File: src/common/smc_pkg.sv
// One chip select and a 32-bit data bus only; memory size and reset timing fixed at build time
`default_nettype none

package smc_pkg;

  // ----------------------------------------------------------
  // Bus widths and memory size
  // ----------------------------------------------------------
  localparam int SMC_ADDR_W    = 32;      // AHB and EMI address width
  localparam int SMC_DATA_W    = 32;      // Data width
  localparam int SMC_MEM_BYTES = 1024;    // At or above this gives ERROR

  // Reset timing, in hclk cycles
  localparam logic [3:0] SMC_TSETUP_RST  = 4'd1;
  localparam logic [3:0] SMC_TSTROBE_RST = 4'd2;

  // ----------------------------------------------------------
  // AHB codes
  // ----------------------------------------------------------
  localparam logic [1:0] HTRANS_IDLE   = 2'b00;
  localparam logic [1:0] HTRANS_BUSY   = 2'b01;
  localparam logic [1:0] HTRANS_NONSEQ = 2'b10;
  localparam logic [1:0] HTRANS_SEQ    = 2'b11;

  localparam logic [2:0] HSIZE_BYTE = 3'b000;
  localparam logic [2:0] HSIZE_HALF = 3'b001;
  localparam logic [2:0] HSIZE_WORD = 3'b010;

  localparam logic [1:0] HRESP_OKAY  = 2'b00;
  localparam logic [1:0] HRESP_ERROR = 2'b01;

  // ----------------------------------------------------------
  // APB register map
  // ----------------------------------------------------------
  localparam logic [4:0] REG_TIMING = 5'h00;   // Setup and strobe
  localparam logic [4:0] REG_STATUS = 5'h04;   // Bit 0 busy, read only

  localparam int TIM_FIELD_W    = 4;           // Both timing fields
  localparam int TIM_SETUP_LSB  = 0;           // Bits 3:0, 0 to 15 cycles
  localparam int TIM_STROBE_LSB = 4;           // Bits 7:4, 0 reads as 1

endpackage

`default_nettype wire

File: src/common/smc_req_if.sv
// One request in flight; request fields stay stable while req_valid is high, done lasts one cycle
`timescale 1ns/1ps
`default_nettype none

interface smc_req_if;
  import smc_pkg::*;

  // Request side, driven by the AHB slave
  logic                  req_valid;   // Held until done
  logic                  req_write;   // 1 write, 0 read
  logic [SMC_ADDR_W-1:0] req_addr;    // Byte address
  logic [2:0]            req_size;    // HSIZE code
  logic [SMC_DATA_W-1:0] req_wdata;   // Lanes as on hwdata

  // Response side, driven by the sequencer
  logic                  done;        // One-cycle completion pulse
  logic [SMC_DATA_W-1:0] rdata;       // Valid with done on reads

  modport ahb (
    output req_valid, req_write, req_addr, req_size, req_wdata,
    input  done, rdata
  );

  modport seq (
    input  req_valid, req_write, req_addr, req_size, req_wdata,
    output done, rdata
  );

endinterface

`default_nettype wire

File: src/hw/smc_ahb_slave.sv
// Single transfers only, bursts run as separate beats; hready input must be the muxed bus ready
`timescale 1ns/1ps
`default_nettype none

module smc_ahb_slave (
  input  logic                           hclk,
  input  logic                           rst,
  input  logic [smc_pkg::SMC_ADDR_W-1:0] haddr,
  input  logic [1:0]                     htrans,
  input  logic                           hsel,
  input  logic                           hwrite,
  input  logic [2:0]                     hsize,
  input  logic [smc_pkg::SMC_DATA_W-1:0] hwdata,
  input  logic                           hready,
  output logic [smc_pkg::SMC_DATA_W-1:0] smc_hrdata,
  output logic                           smc_hready,
  output logic [1:0]                     smc_hresp,
  output logic                           smc_valid,
  smc_req_if.ahb                         req
);
  import smc_pkg::*;

  typedef enum logic [1:0] {S_IDLE, S_BUSY, S_ERR1, S_ERR2} state_t;

  state_t                state;
  logic                  trans_ok;   // NONSEQ or SEQ
  logic                  accept;     // Address phase taken this cycle
  logic                  in_range;
  logic                  write_q;
  logic [2:0]            size_q;
  logic [SMC_ADDR_W-1:0] addr_q;
  logic [SMC_DATA_W-1:0] wdata_q;

  // ----------------------------------------------------------
  // Address phase
  // ----------------------------------------------------------
  assign trans_ok = (htrans == HTRANS_NONSEQ) || (htrans == HTRANS_SEQ);
  assign accept   = hsel && hready && smc_hready && trans_ok;   // Own data phase must be ending
  assign in_range = haddr < SMC_ADDR_W'(SMC_MEM_BYTES);

  // Ready low through the access, high again with done
  always_comb begin
    case (state)
      S_BUSY:  smc_hready = req.done;
      S_ERR1:  smc_hready = 1'b0;      // First error cycle
      default: smc_hready = 1'b1;
    endcase
  end

  assign smc_hresp  = (state == S_ERR1 || state == S_ERR2) ? HRESP_ERROR : HRESP_OKAY;
  assign smc_hrdata = req.rdata;       // Full word, master picks lanes

  always_ff @(posedge hclk) begin
    if (rst) begin
      state     <= S_IDLE;
      smc_valid <= 1'b0;
    end else begin
      smc_valid <= 1'b0;
      if (accept) begin
        if (in_range) begin
          state     <= S_BUSY;
          smc_valid <= 1'b1;           // Also marks first data-phase cycle
        end else begin
          state     <= S_ERR1;         // Never reaches the sequencer
        end
      end else begin
        case (state)
          S_BUSY:  if (req.done) state <= S_IDLE;
          S_ERR1:  state <= S_ERR2;
          default: state <= S_IDLE;
        endcase
      end
    end
  end

  // Request fields, stable from capture until done
  always_ff @(posedge hclk) begin
    if (accept) begin
      addr_q  <= haddr;
      write_q <= hwrite;
      size_q  <= hsize;
    end
    if (smc_valid) wdata_q <= hwdata;  // First data-phase cycle
  end

  // ----------------------------------------------------------
  // Request to the sequencer
  // ----------------------------------------------------------
  assign req.req_valid = (state == S_BUSY);
  assign req.req_write = write_q;
  assign req.req_addr  = addr_q;
  assign req.req_size  = size_q;
  assign req.req_wdata = smc_valid ? hwdata : wdata_q;   // Live bus data in the capture cycle

  // Error response comes as a low-ready cycle followed by a high-ready one
  a_err_second: assert property (@(posedge hclk) disable iff (rst)
    (smc_hresp == HRESP_ERROR && !smc_hready) |=> (smc_hresp == HRESP_ERROR && smc_hready));
  a_err_first: assert property (@(posedge hclk) disable iff (rst)
    (smc_hresp == HRESP_ERROR && smc_hready) |-> $past(smc_hresp == HRESP_ERROR && !smc_hready));

endmodule

`default_nettype wire

File: src/hw/smc_apb_regs.sv
// APB on hclk with no wait states; only REG_TIMING is writable, a strobe of 0 is stored as 1
`timescale 1ns/1ps
`default_nettype none

module smc_apb_regs (
  input  logic                            hclk,
  input  logic                            rst,
  input  logic                            psel,
  input  logic                            penable,
  input  logic                            pwrite,
  input  logic [4:0]                      paddr,
  input  logic [31:0]                     pwdata,
  input  logic                            busy,
  output logic [31:0]                     prdata,
  output logic [smc_pkg::TIM_FIELD_W-1:0] tsetup,
  output logic [smc_pkg::TIM_FIELD_W-1:0] tstrobe
);
  import smc_pkg::*;

  logic                   timing_wr;   // Enable-phase write to REG_TIMING
  logic [TIM_FIELD_W-1:0] strobe_in;

  assign timing_wr = psel && penable && pwrite && (paddr == REG_TIMING);
  assign strobe_in = pwdata[TIM_STROBE_LSB +: TIM_FIELD_W];

  // ----------------------------------------------------------
  // Timing register
  // ----------------------------------------------------------
  always_ff @(posedge hclk) begin
    if (rst) begin
      tsetup  <= SMC_TSETUP_RST;
      tstrobe <= SMC_TSTROBE_RST;
    end else if (timing_wr) begin
      tsetup  <= pwdata[TIM_SETUP_LSB +: TIM_FIELD_W];
      tstrobe <= (strobe_in == '0) ? TIM_FIELD_W'(1) : strobe_in;   // Zero-width strobe not allowed
    end
  end

  // ----------------------------------------------------------
  // Read mux
  // ----------------------------------------------------------
  always_comb begin
    prdata = '0;                       // Unmapped offsets read zero
    if (psel) begin
      case (paddr)
        REG_TIMING: begin
          prdata[TIM_SETUP_LSB +: TIM_FIELD_W]  = tsetup;
          prdata[TIM_STROBE_LSB +: TIM_FIELD_W] = tstrobe;
        end
        REG_STATUS: prdata[0] = busy;  // Access in progress
        default:    prdata = '0;
      endcase
    end
  end

endmodule

`default_nettype wire

File: src/hw/smc_veneer.sv
// One chip select, APB on hclk, no scan; rst is synchronous and active high
`timescale 1ns/1ps
`default_nettype none

module smc_veneer (
  input  logic        hclk,
  input  logic        rst,
  // AHB slave port
  input  logic [31:0] haddr,
  input  logic [1:0]  htrans,
  input  logic        hsel,
  input  logic        hwrite,
  input  logic [2:0]  hsize,
  input  logic [31:0] hwdata,
  input  logic        hready,
  input  logic [31:0] data_smc,       // EMI read data
  // APB register port
  input  logic        psel,
  input  logic        penable,
  input  logic        pwrite,
  input  logic [4:0]  paddr,
  input  logic [31:0] pwdata,
  output logic [31:0] prdata,
  // AHB response
  output logic [31:0] smc_hrdata,
  output logic        smc_hready,
  output logic [1:0]  smc_hresp,
  output logic        smc_valid,
  // EMI pins, strobes active low
  output logic [31:0] smc_addr,
  output logic [31:0] smc_data,
  output logic [3:0]  smc_n_be,
  output logic        smc_n_cs,
  output logic [3:0]  smc_n_we,
  output logic        smc_n_wr,
  output logic        smc_n_rd,
  output logic        smc_n_ext_oe,
  output logic        smc_busy
);
  import smc_pkg::*;

  logic [TIM_FIELD_W-1:0] tsetup;
  logic [TIM_FIELD_W-1:0] tstrobe;

  smc_req_if req_bus ();              // Slave to sequencer

  // ----------------------------------------------------------
  // Input side, processing, output pins
  // ----------------------------------------------------------
  smc_ahb_slave u_ahb (
    .hclk, .rst, .haddr, .htrans, .hsel, .hwrite, .hsize, .hwdata, .hready,
    .smc_hrdata, .smc_hready, .smc_hresp, .smc_valid,
    .req (req_bus.ahb)
  );

  smc_apb_regs u_regs (
    .hclk, .rst, .psel, .penable, .pwrite, .paddr, .pwdata,
    .busy    (smc_busy),
    .prdata, .tsetup, .tstrobe
  );

  smc_access_seq u_seq (
    .hclk, .rst, .tsetup, .tstrobe, .data_smc,
    .req     (req_bus.seq),
    .smc_addr, .smc_data, .smc_n_be, .smc_n_cs, .smc_n_we, .smc_n_wr, .smc_n_rd,
    .smc_n_ext_oe,
    .busy    (smc_busy)
  );

endmodule

`default_nettype wire

File: src/smc_emi/smc_access_seq.sv
// Asynchronous SRAM timing only, no external wait; tstrobe must be at least 1, data returned unshifted
`timescale 1ns/1ps
`default_nettype none

module smc_access_seq (
  input  logic                            hclk,
  input  logic                            rst,
  input  logic [smc_pkg::TIM_FIELD_W-1:0] tsetup,
  input  logic [smc_pkg::TIM_FIELD_W-1:0] tstrobe,
  input  logic [smc_pkg::SMC_DATA_W-1:0]  data_smc,
  smc_req_if.seq                          req,
  output logic [smc_pkg::SMC_ADDR_W-1:0]  smc_addr,
  output logic [smc_pkg::SMC_DATA_W-1:0]  smc_data,
  output logic [3:0]                      smc_n_be,
  output logic                            smc_n_cs,
  output logic [3:0]                      smc_n_we,
  output logic                            smc_n_wr,
  output logic                            smc_n_rd,
  output logic                            smc_n_ext_oe,
  output logic                            busy
);
  import smc_pkg::*;

  typedef enum logic [1:0] {ST_IDLE, ST_SETUP, ST_STROBE, ST_HOLD} state_t;

  state_t                 state;
  logic [TIM_FIELD_W-1:0] cnt;           // Cycles left in current phase
  logic                   write_q;
  logic [SMC_DATA_W-1:0]  rdata_q;
  logic [3:0]             be_n_new;      // Byte enables of the incoming request
  logic                   take;          // Request accepted this cycle
  logic                   last_strobe;

  // Little-endian lane select
  function automatic logic [3:0] lane_mask(input logic [2:0] size, input logic [1:0] addr_lo);
    case (size)
      HSIZE_BYTE: lane_mask = 4'b0001 << addr_lo;
      HSIZE_HALF: lane_mask = addr_lo[1] ? 4'b1100 : 4'b0011;
      default:    lane_mask = 4'b1111;  // Word
    endcase
  endfunction

  assign be_n_new    = ~lane_mask(req.req_size, req.req_addr[1:0]);
  assign take        = (state == ST_IDLE) && req.req_valid;
  assign last_strobe = (state == ST_STROBE) && (cnt == '0);

  // ----------------------------------------------------------
  // FSM and control pins
  // ----------------------------------------------------------
  always_ff @(posedge hclk) begin
    if (rst) begin
      state        <= ST_IDLE;
      cnt          <= '0;
      smc_n_cs     <= 1'b1;
      smc_n_be     <= 4'hF;
      smc_n_we     <= 4'hF;
      smc_n_wr     <= 1'b1;
      smc_n_rd     <= 1'b1;
      smc_n_ext_oe <= 1'b1;
    end else begin
      case (state)
        ST_IDLE: if (req.req_valid) begin
          smc_n_cs     <= 1'b0;
          smc_n_be     <= be_n_new;
          smc_n_ext_oe <= ~req.req_write;   // Drive data bus on writes
          if (tsetup != '0) begin
            state <= ST_SETUP;
            cnt   <= tsetup - 1'b1;
          end else begin
            state    <= ST_STROBE;          // No setup, strobe with chip select
            cnt      <= tstrobe - 1'b1;
            smc_n_rd <= req.req_write;
            smc_n_wr <= ~req.req_write;
            smc_n_we <= req.req_write ? be_n_new : 4'hF;
          end
        end
        ST_SETUP: begin
          if (cnt == '0) begin
            state    <= ST_STROBE;
            cnt      <= tstrobe - 1'b1;
            smc_n_rd <= write_q;
            smc_n_wr <= ~write_q;
            smc_n_we <= write_q ? smc_n_be : 4'hF;
          end else begin
            cnt <= cnt - 1'b1;
          end
        end
        ST_STROBE: begin
          if (cnt == '0) begin
            state    <= ST_HOLD;            // Strobes rise, cs stays low
            smc_n_rd <= 1'b1;
            smc_n_wr <= 1'b1;
            smc_n_we <= 4'hF;
          end else begin
            cnt <= cnt - 1'b1;
          end
        end
        default: begin                      // Hold
          state        <= ST_IDLE;
          smc_n_cs     <= 1'b1;
          smc_n_be     <= 4'hF;
          smc_n_ext_oe <= 1'b1;
        end
      endcase
    end
  end

  // Address, write data and read capture
  always_ff @(posedge hclk) begin
    if (take) begin
      smc_addr <= req.req_addr;
      write_q  <= req.req_write;
      if (req.req_write) smc_data <= req.req_wdata;
    end
    if (last_strobe && !write_q) rdata_q <= data_smc;   // Sampled at end of strobe
  end

  assign req.done  = (state == ST_HOLD);
  assign req.rdata = rdata_q;
  assign busy      = (state != ST_IDLE);

  a_strobe_excl: assert property (@(posedge hclk) disable iff (rst)
    !(!smc_n_rd && !smc_n_wr));
  a_strobe_cs: assert property (@(posedge hclk) disable iff (rst)
    (!smc_n_rd || !smc_n_wr || (smc_n_we != 4'hF)) |-> !smc_n_cs);

endmodule

`default_nettype wire

File: config.mk
export PLATFORM = sky130hd
export DESIGN_NAME = smc_veneer
export DESIGN_NICKNAME = d
export VERILOG_FILES = /design/src/common/smc_pkg.sv /design/src/common/smc_req_if.sv /design/src/hw/smc_ahb_slave.sv /design/src/hw/smc_apb_regs.sv /design/src/hw/smc_veneer.sv /design/src/smc_emi/smc_access_seq.sv
export SDC_FILE = /design/constraint.sdc
export NUM_CORES = 1
export LEC_CHECK = 0
export BUFFER_PORTS_ARGS = -buffer_cell sky130_fd_sc_hd__buf_2
export CAP_MARGIN = 20
export CORE_ASPECT_RATIO = 1.1
export CORE_MARGIN = 1.5
export CORE_UTILIZATION = 52
export DETAILED_ROUTE_END_ITERATION = 8
export GPL_ROUTABILITY_DRIVEN = 0
export GPL_TIMING_DRIVEN = 1
export HOLD_SLACK_MARGIN = 0.15
export PLACE_DENSITY = 0.85
export SETUP_SLACK_MARGIN = 0.4
export SYNTH_ARGS = -nofsm -noshare
export SYNTH_HDL_FRONTEND = slang
export SYNTH_HIERARCHICAL = 1
export SYNTH_SLANG_ARGS = --single-unit
File: constraint.sdc
create_clock -name hclk -period 6.8 [get_ports hclk]
set_input_delay 0.68 -clock hclk [delete_from_list [all_inputs] [get_ports hclk]]
set_output_delay 0.68 -clock hclk [all_outputs]
set_load 0.03 [all_outputs]
# After elaboration in Yosys (flattened, before gate mapping)

Index checks and enable logic that the tools add are counted.

Register bits after elaboration: 194
Input port bits: 146
Output and inout port bits: 145
Logic and storage cells: 119

Add/subtract/negate cells: 3
Order comparisons: 1
Equal/unequal tests: 16
Shifts and indexed selects: 1
Muxes and demuxes: 46
Bitwise gates (word level): 5
Reduce and logical (&&, ||, !) cells: 27

Operator list:

| operator             | count |
|---|---|
| $mux 4               | 13 |
| $lt 32x11->1 const B | 1 |
| $mux 32              | 1 |
| $pmux 4 s3           | 2 |
| $pmux 4 s2           | 2 |
| $mux 2               | 7 |
| $eq 2x2->1 const B   | 6 |
| $sub 4x1->4 const B  | 3 |
| $mux 1               | 11 |
| $logic_and 1x1->1    | 9 |
| $logic_not 4->1      | 2 |
| $mux 8               | 1 |
| $pmux 1 s2           | 4 |
| $mux 7               | 1 |
| $ne 2x2->1 const B   | 3 |
| $pmux 1 s3           | 2 |
| $pmux 2 s3           | 1 |
| $reduce_and 3->1     | 2 |
| $eq 5x3->1 const B   | 1 |
| $logic_not 5->1      | 1 |
| $reduce_and 5->1     | 1 |
| $eq 2x1->1 const B   | 2 |
| $ne 2x1->1 const B   | 2 |
| $not 1->1            | 4 |
| 14 further kinds     | 17 |

# Depth between registers and ports, before layout

Gate-level depths: netlist of the first run.

Depth in word-level cells: 7
Depth in mapped cells: 8
Gate-level depth less buffers: 6

# Hierarchy

The synthesis of the first run kept the hierarchy.

Modules (own cells, without submodules):

| module         | instances | cells each | area an instance (um^2) | seq. area each (um^2) |
|---|---|---|---|---|
| smc_access_seq | 1         | 251        | 4211.5                  | 3273.1 |
| smc_ahb_slave  | 1         | 165        | 2561.2                  | 1781.7 |
| smc_apb_regs   | 1         | 75         | 624.3                   | 160.2 |

# Worst setup path before layout of the first run

OpenSTA, ideal clock, no wires.

Path kind: flip-flop to flip-flop
Start point: register u_seq.cnt[0]
End point: register u_seq.rdata_q[0], in the netlist u_seq/req.rdata[0] (enable)
Library setup time: 0.461 ns
Arrival: 3.223 ns
Data required time: 6.339 ns
Path slack: 3.116 ns
Cell stages (with the launch flop): 6
Path buffers: 1
Clock period less this slack: 3.684 ns
Cell sequence: dfxtp_1 > inv_1 > ha_1 > or3b_1 > buf_6 > nor3_1

Cells in the longest elaborated chain, start to end: 3

RTL lines:

| element                | line                  | RTL |
|---|---|---|
| from (decl)            | smc_access_seq.sv:27  | `logic [TIM_FIELD_W-1:0] cnt;` |
| from (signal assigned) | smc_access_seq.sv:68  | `cnt <= tsetup - 1'b1;` |
| from (signal assigned) | smc_access_seq.sv:71  | `cnt <= tstrobe - 1'b1;` |
| from (signal assigned) | smc_access_seq.sv:80  | `cnt <= tstrobe - 1'b1;` |
| $logic_not 4->1        | smc_access_seq.sv:45  | `assign last_strobe = (state == ST_STROBE) && (cnt == '0);` |
| $logic_and 1x1->1      | smc_access_seq.sv:45  |  |
| $logic_and 1x1->1      | smc_access_seq.sv:115 | `if (last_strobe && !write_q) rdata_q <= data_smc;` |
| to (signal assigned)   | smc_access_seq.sv:115 |  |
| to (decl)              | smc_access_seq.sv:29  | `logic [SMC_DATA_W-1:0] rdata_q;` |

Every way passes these cells.
A chain may end at the register's enable or synchronous reset.

# Final worst setup path of the first run

Start point: register u_seq.state[1]
End point: output port smc_hready

Cells in the longest elaborated chain, start to end: 2

RTL lines:

| element                | line                  | RTL |
|---|---|---|
| from (decl)            | smc_access_seq.sv:26  | `state_t state;` |
| from (signal assigned) | smc_access_seq.sv:52  | `state <= ST_IDLE;` |
| from (signal assigned) | smc_access_seq.sv:67  | `state <= ST_SETUP;` |
| from (signal assigned) | smc_access_seq.sv:70  | `state <= ST_STROBE;` |
| $eq 2x2->1             | smc_access_seq.sv:118 | `assign req.done = (state == ST_HOLD);` |
| via req_bus.done       | smc_req_if.sv:16      | `logic done;` |
| $pmux 1 s2             | smc_ahb_slave.sv:43   | `case (state)` |
| to (decl)              | smc_veneer.sv:26      | `output logic smc_hready,` |

The timed path passes the listed nets, and every way through them passes these cells.

==> run metrics, run 1 <==
Slowest-stage cell, CP=dfxtp_1; sequential power share=0.469; outcome=completed; CTS H-tree depth=4; Required @ worst endpoint=6120 ps; clock sinks=194; first-pass GRT wire length=22700 um; Final period util=0.384; post-synth cell types=63; layout cells sized above 1=0.453; Tightest Pin Transition=894 ps; sw frac=0.299; worst hold path class=flip-flop to flip-flop; post_cts resized=0; Pwr Total=2910 uW; vias in the first global route=4537; Clock Path Buffers=2; Clock Pin Slew Worst Setup and Hold Paths=70 ps; Cell Int Power=2040 uW; First DRT Iteration DRCs=397; Post-CTS Setup Inserts=0; NetSw=870 uW; pwr dens=322 nW/um^2; DR WL/cell=17.1 um; post-synth top area cell=edfxtp_1; Die Height=128 um; Die X-Extent=117 um; Crit Path Class=flip-flop to output port; Critical Path Sink Type=output port; relative slew slack=0.404; global route total overflow=0; Leak Pwr=0.00371 uW; overall global routing resource usage=0.205; Pins Over Slew Limit=0; Synth Instances=491; nets@finish=862; CP max stage delay=380 ps; Post-Layout Cell Count=909; initial antenna violation count=2; fraction of registers with async set/reset=0; TNS Setup=0 ps; starting density of the core=0.534; startpoint types=flip-flop; Die Area=15000 sq um; drt total wl=15500 um; DRC=0; Synth Register Bits=194; crit path buf inv count=2; synth cell count leaders=133 x edfxtp_1, 61 x dfxtp_1, 58 x buf_4, 30 x mux2_2, 17 x inv_1; most frequent cell after synthesis=edfxtp_1; total number of vias=4655; Main synth FF type=edfxtp_1; CTS root buffer=clkbuf_16; Core Box Area=13900 sq um; CP max FO=7; Clk Latency, worst-skew pair=430 ps; Finish-stage setup viols=0; first-pass iteration count of the detailed router=5; DP Worst Slack=4330 ps; mean post-synth cell area=15.1 sq um; dpl cells=874; Seq/Total Area, Yosys=0.705; Comb power frac=0.193; CTS Buf Count=17; main area contributors after synthesis=edfxtp_1 54%, dfxtp_1 17%, buf_4 5.9%; fmax=383 MHz; Post-CTS Hold Buffers=0; number of synthesized flops with an enable pin=133; final hold vios=0; layout overhead on the synthesized area=22.4%; detailed placement HPWL=11300 um; worst path cell trace=ha_1 -> nand2b_1 -> mux2i_1 -> inv_1 -> buf_2; Final Skew=10.3 ps; Ports=291; worst setup margin=4190 ps; CP delay by family, top=flip-flops; RSZ-0062 raised after global routing=no; Clk pwr share=0.337; Ys Warns=6; CTS tree=yes; Mapped Area=7400 sq um; via density per instance=5.12; crit path time final=2610 ps; Yosys top cell area share=0.540; Max Cap Violations=0; Worst VDD drop=0.180 mV; IO Port Bufs=240; Rows=45; Routed Antenna Nets=0; Worst Path Arrival=1930 ps; Min Hold Slack=419 ps; pin count of the biggest net entering global routing=37
metal layers:
layer | part of all wire | vias up | GRT usage
li1 | - | 2185 | -
met3 | 0.080 | 34 | 0.0558
met4 | 0.028 | 0 | 0.110
met5 | 0 | - | 0
met2 | 0.54 | 238 | 0.368
met1 | 0.36 | 2198 | 0.216
worst reg2reg max path, stage by stage (launching register included):
cell	delay, ps
dfxtp_1	450
inv_1	100
ha_1	540
inv_1	250
a211oi_1	610
a221oi_1	190
a211o_2	350
sequential cells by signal, summed over array words and instances, names as in the netlist, 2 cells and up:
signal and cells:
u_ahb/req.req_size 3, u_seq/smc_addr 32, u_ahb/state 2, u_seq/smc_n_we 4
u_regs/tsetup 4, u_seq/state 2, u_regs/tstrobe 4, u_seq/smc_data 32
u_ahb/req.req_addr 32, u_seq/cnt 4, u_ahb/wdata_q 32, u_seq/req.rdata 32
u_seq/smc_n_be 4
cells by family after synthesis:
| family | count (synthesis) | synth area share |
|---|---|---|
| compound gates | 70 | 0.0685 |
| xor+xnor | 3 | 0.00355 |
| fa+ha+maj | 9 | 0.0152 |
| buf+inv | 88 | 0.0797 |
| flops | 194 | 0.705 |
| mux | 38 | 0.0568 |
| other cells | 2 | 0.00102 |
| simple gates | 87 | 0.0702 |
stage by stage:
stage,util,area (sq um)
detailed placement,0.609,8430
global route,0.653,9050
CTS,0.651,9020
finish,0.653,9050
floorplan,-,7480
global placement,0.609,8430
final timing paths:
| path | from | to | slack [ps] | cells after the start |
|---|---|---|---|---|
| worst max-delay path | u_seq/state[1] | smc_hready | 4190 | 5 |
| worst max register to register | u_seq/state[1] | u_seq/smc_n_we[1] | 4200 | 6 |
| worst min-delay path | u_ahb/req.req_addr[17] | u_seq/smc_addr[17] | 420 | 0 |
| worst min register to register | u_ahb/req.req_addr[17] | u_seq/smc_addr[17] | 420 | 0 |
cell type report:
class | count | area [sq um]
clock inverters | 15 | 168
flip-flops and latches | 194 | 5220
multi-input cells | 232 | 1690
clock buffers | 17 | 425
repair buffers | 245 | 1250
fillers | 1028 | 4800
diodes | 1 | 2.50
inverters | 17 | 63.8
well taps | 188 | 235
power by group through the flow:
stage / sequential (uW) / combinational (uW) / clock [uW]
detailed placement: 1390 / 553 / 0
global route: 1380 / 614 / 1050
global placement: 1390 / 535 / 0
CTS: 1370 / 558 / 1000
finish: 1370 / 564 / 983
floorplan: 1460 / 371 / 0
placed cells by master (no fill, tap or decap), types with 4 or more instances in the layout:
cell	synthesis	final
nor3_1	7	6
clkbuf_16	0	17
a221oi_1	7	7
inv_1	17	17
edfxtp_1	133	133
nor4_1	7	7
nand2b_1	5	5
buf_2	4	240
o21ai_0	14	14
nor2_1	12	11
dfxtp_1	61	61
inv_6	0	4
inv_8	0	4
ha_1	9	9
conb_1	2	25
and2_1	9	8
a211o_2	6	6
a21oi_1	11	11
mux2_2	30	30
nand3_1	6	6
a211oi_1	6	6
mux2i_1	6	6
nand2_1	15	15
No activity file was read; power rests on OpenSTA's default activity.
==> run 2, diff against run 1 <==
ABC_AREA = 1   (was unset)
CORE_UTILIZATION = 49   (was 52)
PLACE_DENSITY = 0.8   (was 0.85)
clock period = 2.6 ns   (was 6.8 ns; I/O delays follow)
==> run 2 against run 1 <==
  * Clock power increased by 150%
  * Synthesized area increased by 3.7%
  * Sequential share of layout area shrank 7.1 points
  * Sequential cell count unchanged
  * Critical endpoint is now prdata[0]
  * Final cell count up 24%
  * Worst hold slack got worse by 230 ps
  * Register-to-register slack got worse by 3500 ps
  * Non-clock buffer count rose by 103
  * Combinational power grew to 3.4 times the previous value
  * Sequential power grew to 2.7 times the previous value
==> run metrics, run 2 <==
outcome=completed; fmax=495 MHz; DR WL/cell=15.8 um (-7.3%); Finish-stage setup viols=0 (unchanged); design area=10300 sq um (+14%); most common library cell in the layout ignoring fill and taps=buf_2; pwr dens=775 nW/um^2 (+140%); Routed Antenna Nets=0 (unchanged); Reg area=5220 sq um (about the same); Final period util=0.776; Pins Over Slew Limit=0 (unchanged); Final Skew=9.38 ps (-0.950 ps); Clk pwr share=0.302 (-0.035); Crit Path Class=flip-flop to output port; Ys Warns=6 (unchanged); post-synth cell types=34 (-46%); sw frac=0.321 (+0.0219); Clock Path Buffers=2 (unchanged); Core Box Area=15200 sq um (+9.5%); main area contributors after synthesis=edfxtp_1 52%, dfxtp_1 16%, mux2_4 5.9%; IO Port Bufs=240 (unchanged); CP max stage delay=410 ps (+30 ps); first-pass iteration count of the detailed router=4 (-1); TNS Setup=0 ps (unchanged); Multi-input gate area=1820 sq um (+7.3%); Die Area=16400 sq um (+9.8%); layout overhead on the synthesized area=34.7%; worst hold path class=primary input to flip-flop; drt total wl=17900 um (+15%); synth cell count leaders=133 x edfxtp_1, 76 x nand2_1, 62 x nor2_1, 61 x dfxtp_1, 57 x buf_4; post_cts resized=0 (unchanged); Post-DP Area=8740 sq um (+3.7%); commonest cells after routing, fill and taps aside=240 x buf_2, 133 x edfxtp_1, 103 x dlygate4sd3_1; most frequent cell after synthesis=edfxtp_1; clock sinks=194 (unchanged); Tightest Pin Transition=571 ps (-323 ps); nets@finish=1075 (+25%); Die X-Extent=122 um (+4.8%); detailed placement HPWL=11700 um (+3.3%); via density per instance=4.66 (-8.9%); first-pass GRT wire length=27000 um (+19%); Die Height=134 um (+4.8%); relative slew slack=0.619 (+0.216); layout cells sized above 1=0.363 (-0.0894); total number of vias=5269 (+13%); initial antenna violation count=1 (-1); vias in the first global route=5301 (+17%); sequential power share=0.459 (-0.010); Yosys top cell area share=0.521 (-0.0192); final hold vios=0 (unchanged); post-synth top area cell=edfxtp_1; Worst VDD drop=0.536 mV (+200%); Rows=47 (+4.4%); starting density of the core=0.506 (-0.0285); Max Cap Violations=0 (unchanged); Main synth FF type=edfxtp_1; global route total overflow=0 (unchanged); Min Hold Slack=186 ps (-233 ps); CTS H-tree depth=4 (unchanged); crit path time final=2020 ps; NetSw=2570 uW (+200%); Synth Register Bits=194 (unchanged); DRC=0 (unchanged); number of fill cells in the layout=1025 (-0.29%); Slowest-stage cell, CP=dfxtp_1; Seq/Total Area, Yosys=0.680 (-0.0251); RSZ-0062 raised after global routing=no; Leak Pwr=0.00444 uW (+20%); Synth Instances=595 (+21%); Mapped Area=7670 sq um (+3.7%); CTS tree=yes; Clock Pin Slew Worst Setup and Hold Paths=70 ps (about the same); Clk Latency, worst-skew pair=410 ps (-20 ps); First DRT Iteration DRCs=312 (-21%); Comb power frac=0.239 (+0.046); CTS Buf Count=17 (unchanged); overall global routing resource usage=0.218 (+0.0135); worst path cell trace=inv_1 -> ha_1 -> inv_2 -> nand3_1 -> a21oi_1 -> buf_2; CP max FO=5 (-2); fraction of registers with async set/reset=0 (unchanged); Worst Path Arrival=1760 ps (-170 ps); CTS root buffer=clkbuf_16; pin count of the biggest net entering global routing=36 (-2.7%); number of synthesized flops with an enable pin=133 (unchanged); startpoint types=flip-flop; Cell Int Power=5440 uW (+170%); Critical Path Sink Type=output port; Ports=291 (unchanged); Required @ worst endpoint=2340 ps (-3780 ps); mean post-synth cell area=12.9 sq um (-14%)
run 2: cell count changes after synthesis, moves of 9 or more:
cell,change
inv_1,+31
nor2_1,+50
a21oi_1,+12
nand3_1,+21
and2_1,-9
mux2_2,-28
mux2_4,+30
nand2_1,+61
run 2: layer usage:
| metal | vias up | GRT usage | wire length [um] |
|---|---|---|---|
| met1 | 2435 | 0.240 | 6750 |
| met5 | - | 0 | 0 |
| li1 | 2584 | - | - |
| met4 | 0 | 0.0814 | 380 |
| met2 | 227 | 0.406 | 9480 |
| met3 | 23 | 0.0489 | 1290 |
run 2: cells by family (layout without fill, tap and decap cells):
logic type	Yosys count	in the layout	synth area share
adders and majority gates	9	9	0.0147
AOI/OAI and AO/OA	48	48	0.0356
other	2	26	0.000979
and+or+nand+nor	188	188	0.110
DFF	194	194	0.680
buffers and inverters	121	436	0.0958
muxes	32	32	0.0617
xor gates and xnor gates	1	1	0.00114
run 2: final timing paths:
path,start,to,slack (ps),cells after the start
worst max register to register,u_seq/state[1],u_seq/smc_n_rd,700,7
worst min-delay path,pwdata[1],u_regs/tsetup[1],190,5
worst max-delay path,u_seq/state[0],prdata[0],580,6
worst min register to register,u_ahb/req.req_addr[12],u_seq/smc_addr[12],420,0
run 2: power by group through the flow:
stage	logic [uW]	registers (uW)	clock network [uW]
2_1_floorplan	1150	3960	0
3_3_place_gp	1740	3730	0
3_5_place_dp	1770	3750	0
4_1_cts	1900	3680	2450
5_1_grt	2080	3710	2590
6_report	1910	3680	2420
run 2: worst max-delay path: cells and delay by family (launching register included):
kind	cells	cell delay [ps]
buffers and inverters	3	440
DFF	1	410
adders and majority gates	1	280
AOI/OAI and AO/OA	1	140
and+or+nand+nor	1	80
run 2: what timing repair did:
item / CTS / global route
hold buffers: 103 / 0
endpoints found under the hold margin: 122 / 0
buffers inserted: 0 / 0
run 2: layout make-up:
class,count,area share
Multi-Input combinational cell,303,0.176
Tap cell,196,0.0237
Sequential cell,194,0.505
Antenna cell,1,0.000242
Clock inverter,14,0.0124
Inverter,56,0.0203
Clock buffer,18,0.0415
Timing Repair Buffer,348,0.221
run 2: per-stage QoR:
step / utilization / total power [uW] / setup slack, ps / instances
6_report: 0.681 / 8010 / 581 / 1130
5_1_grt: 0.681 / 8380 / 410 / 1130
4_1_cts: 0.681 / 8030 / 540 / 1129
3_5_place_dp: 0.576 / 5510 / 776 / 994
3_3_place_gp: 0.576 / 5470 / 821 / 994
2_1_floorplan: - / 5110 / 485 / 618
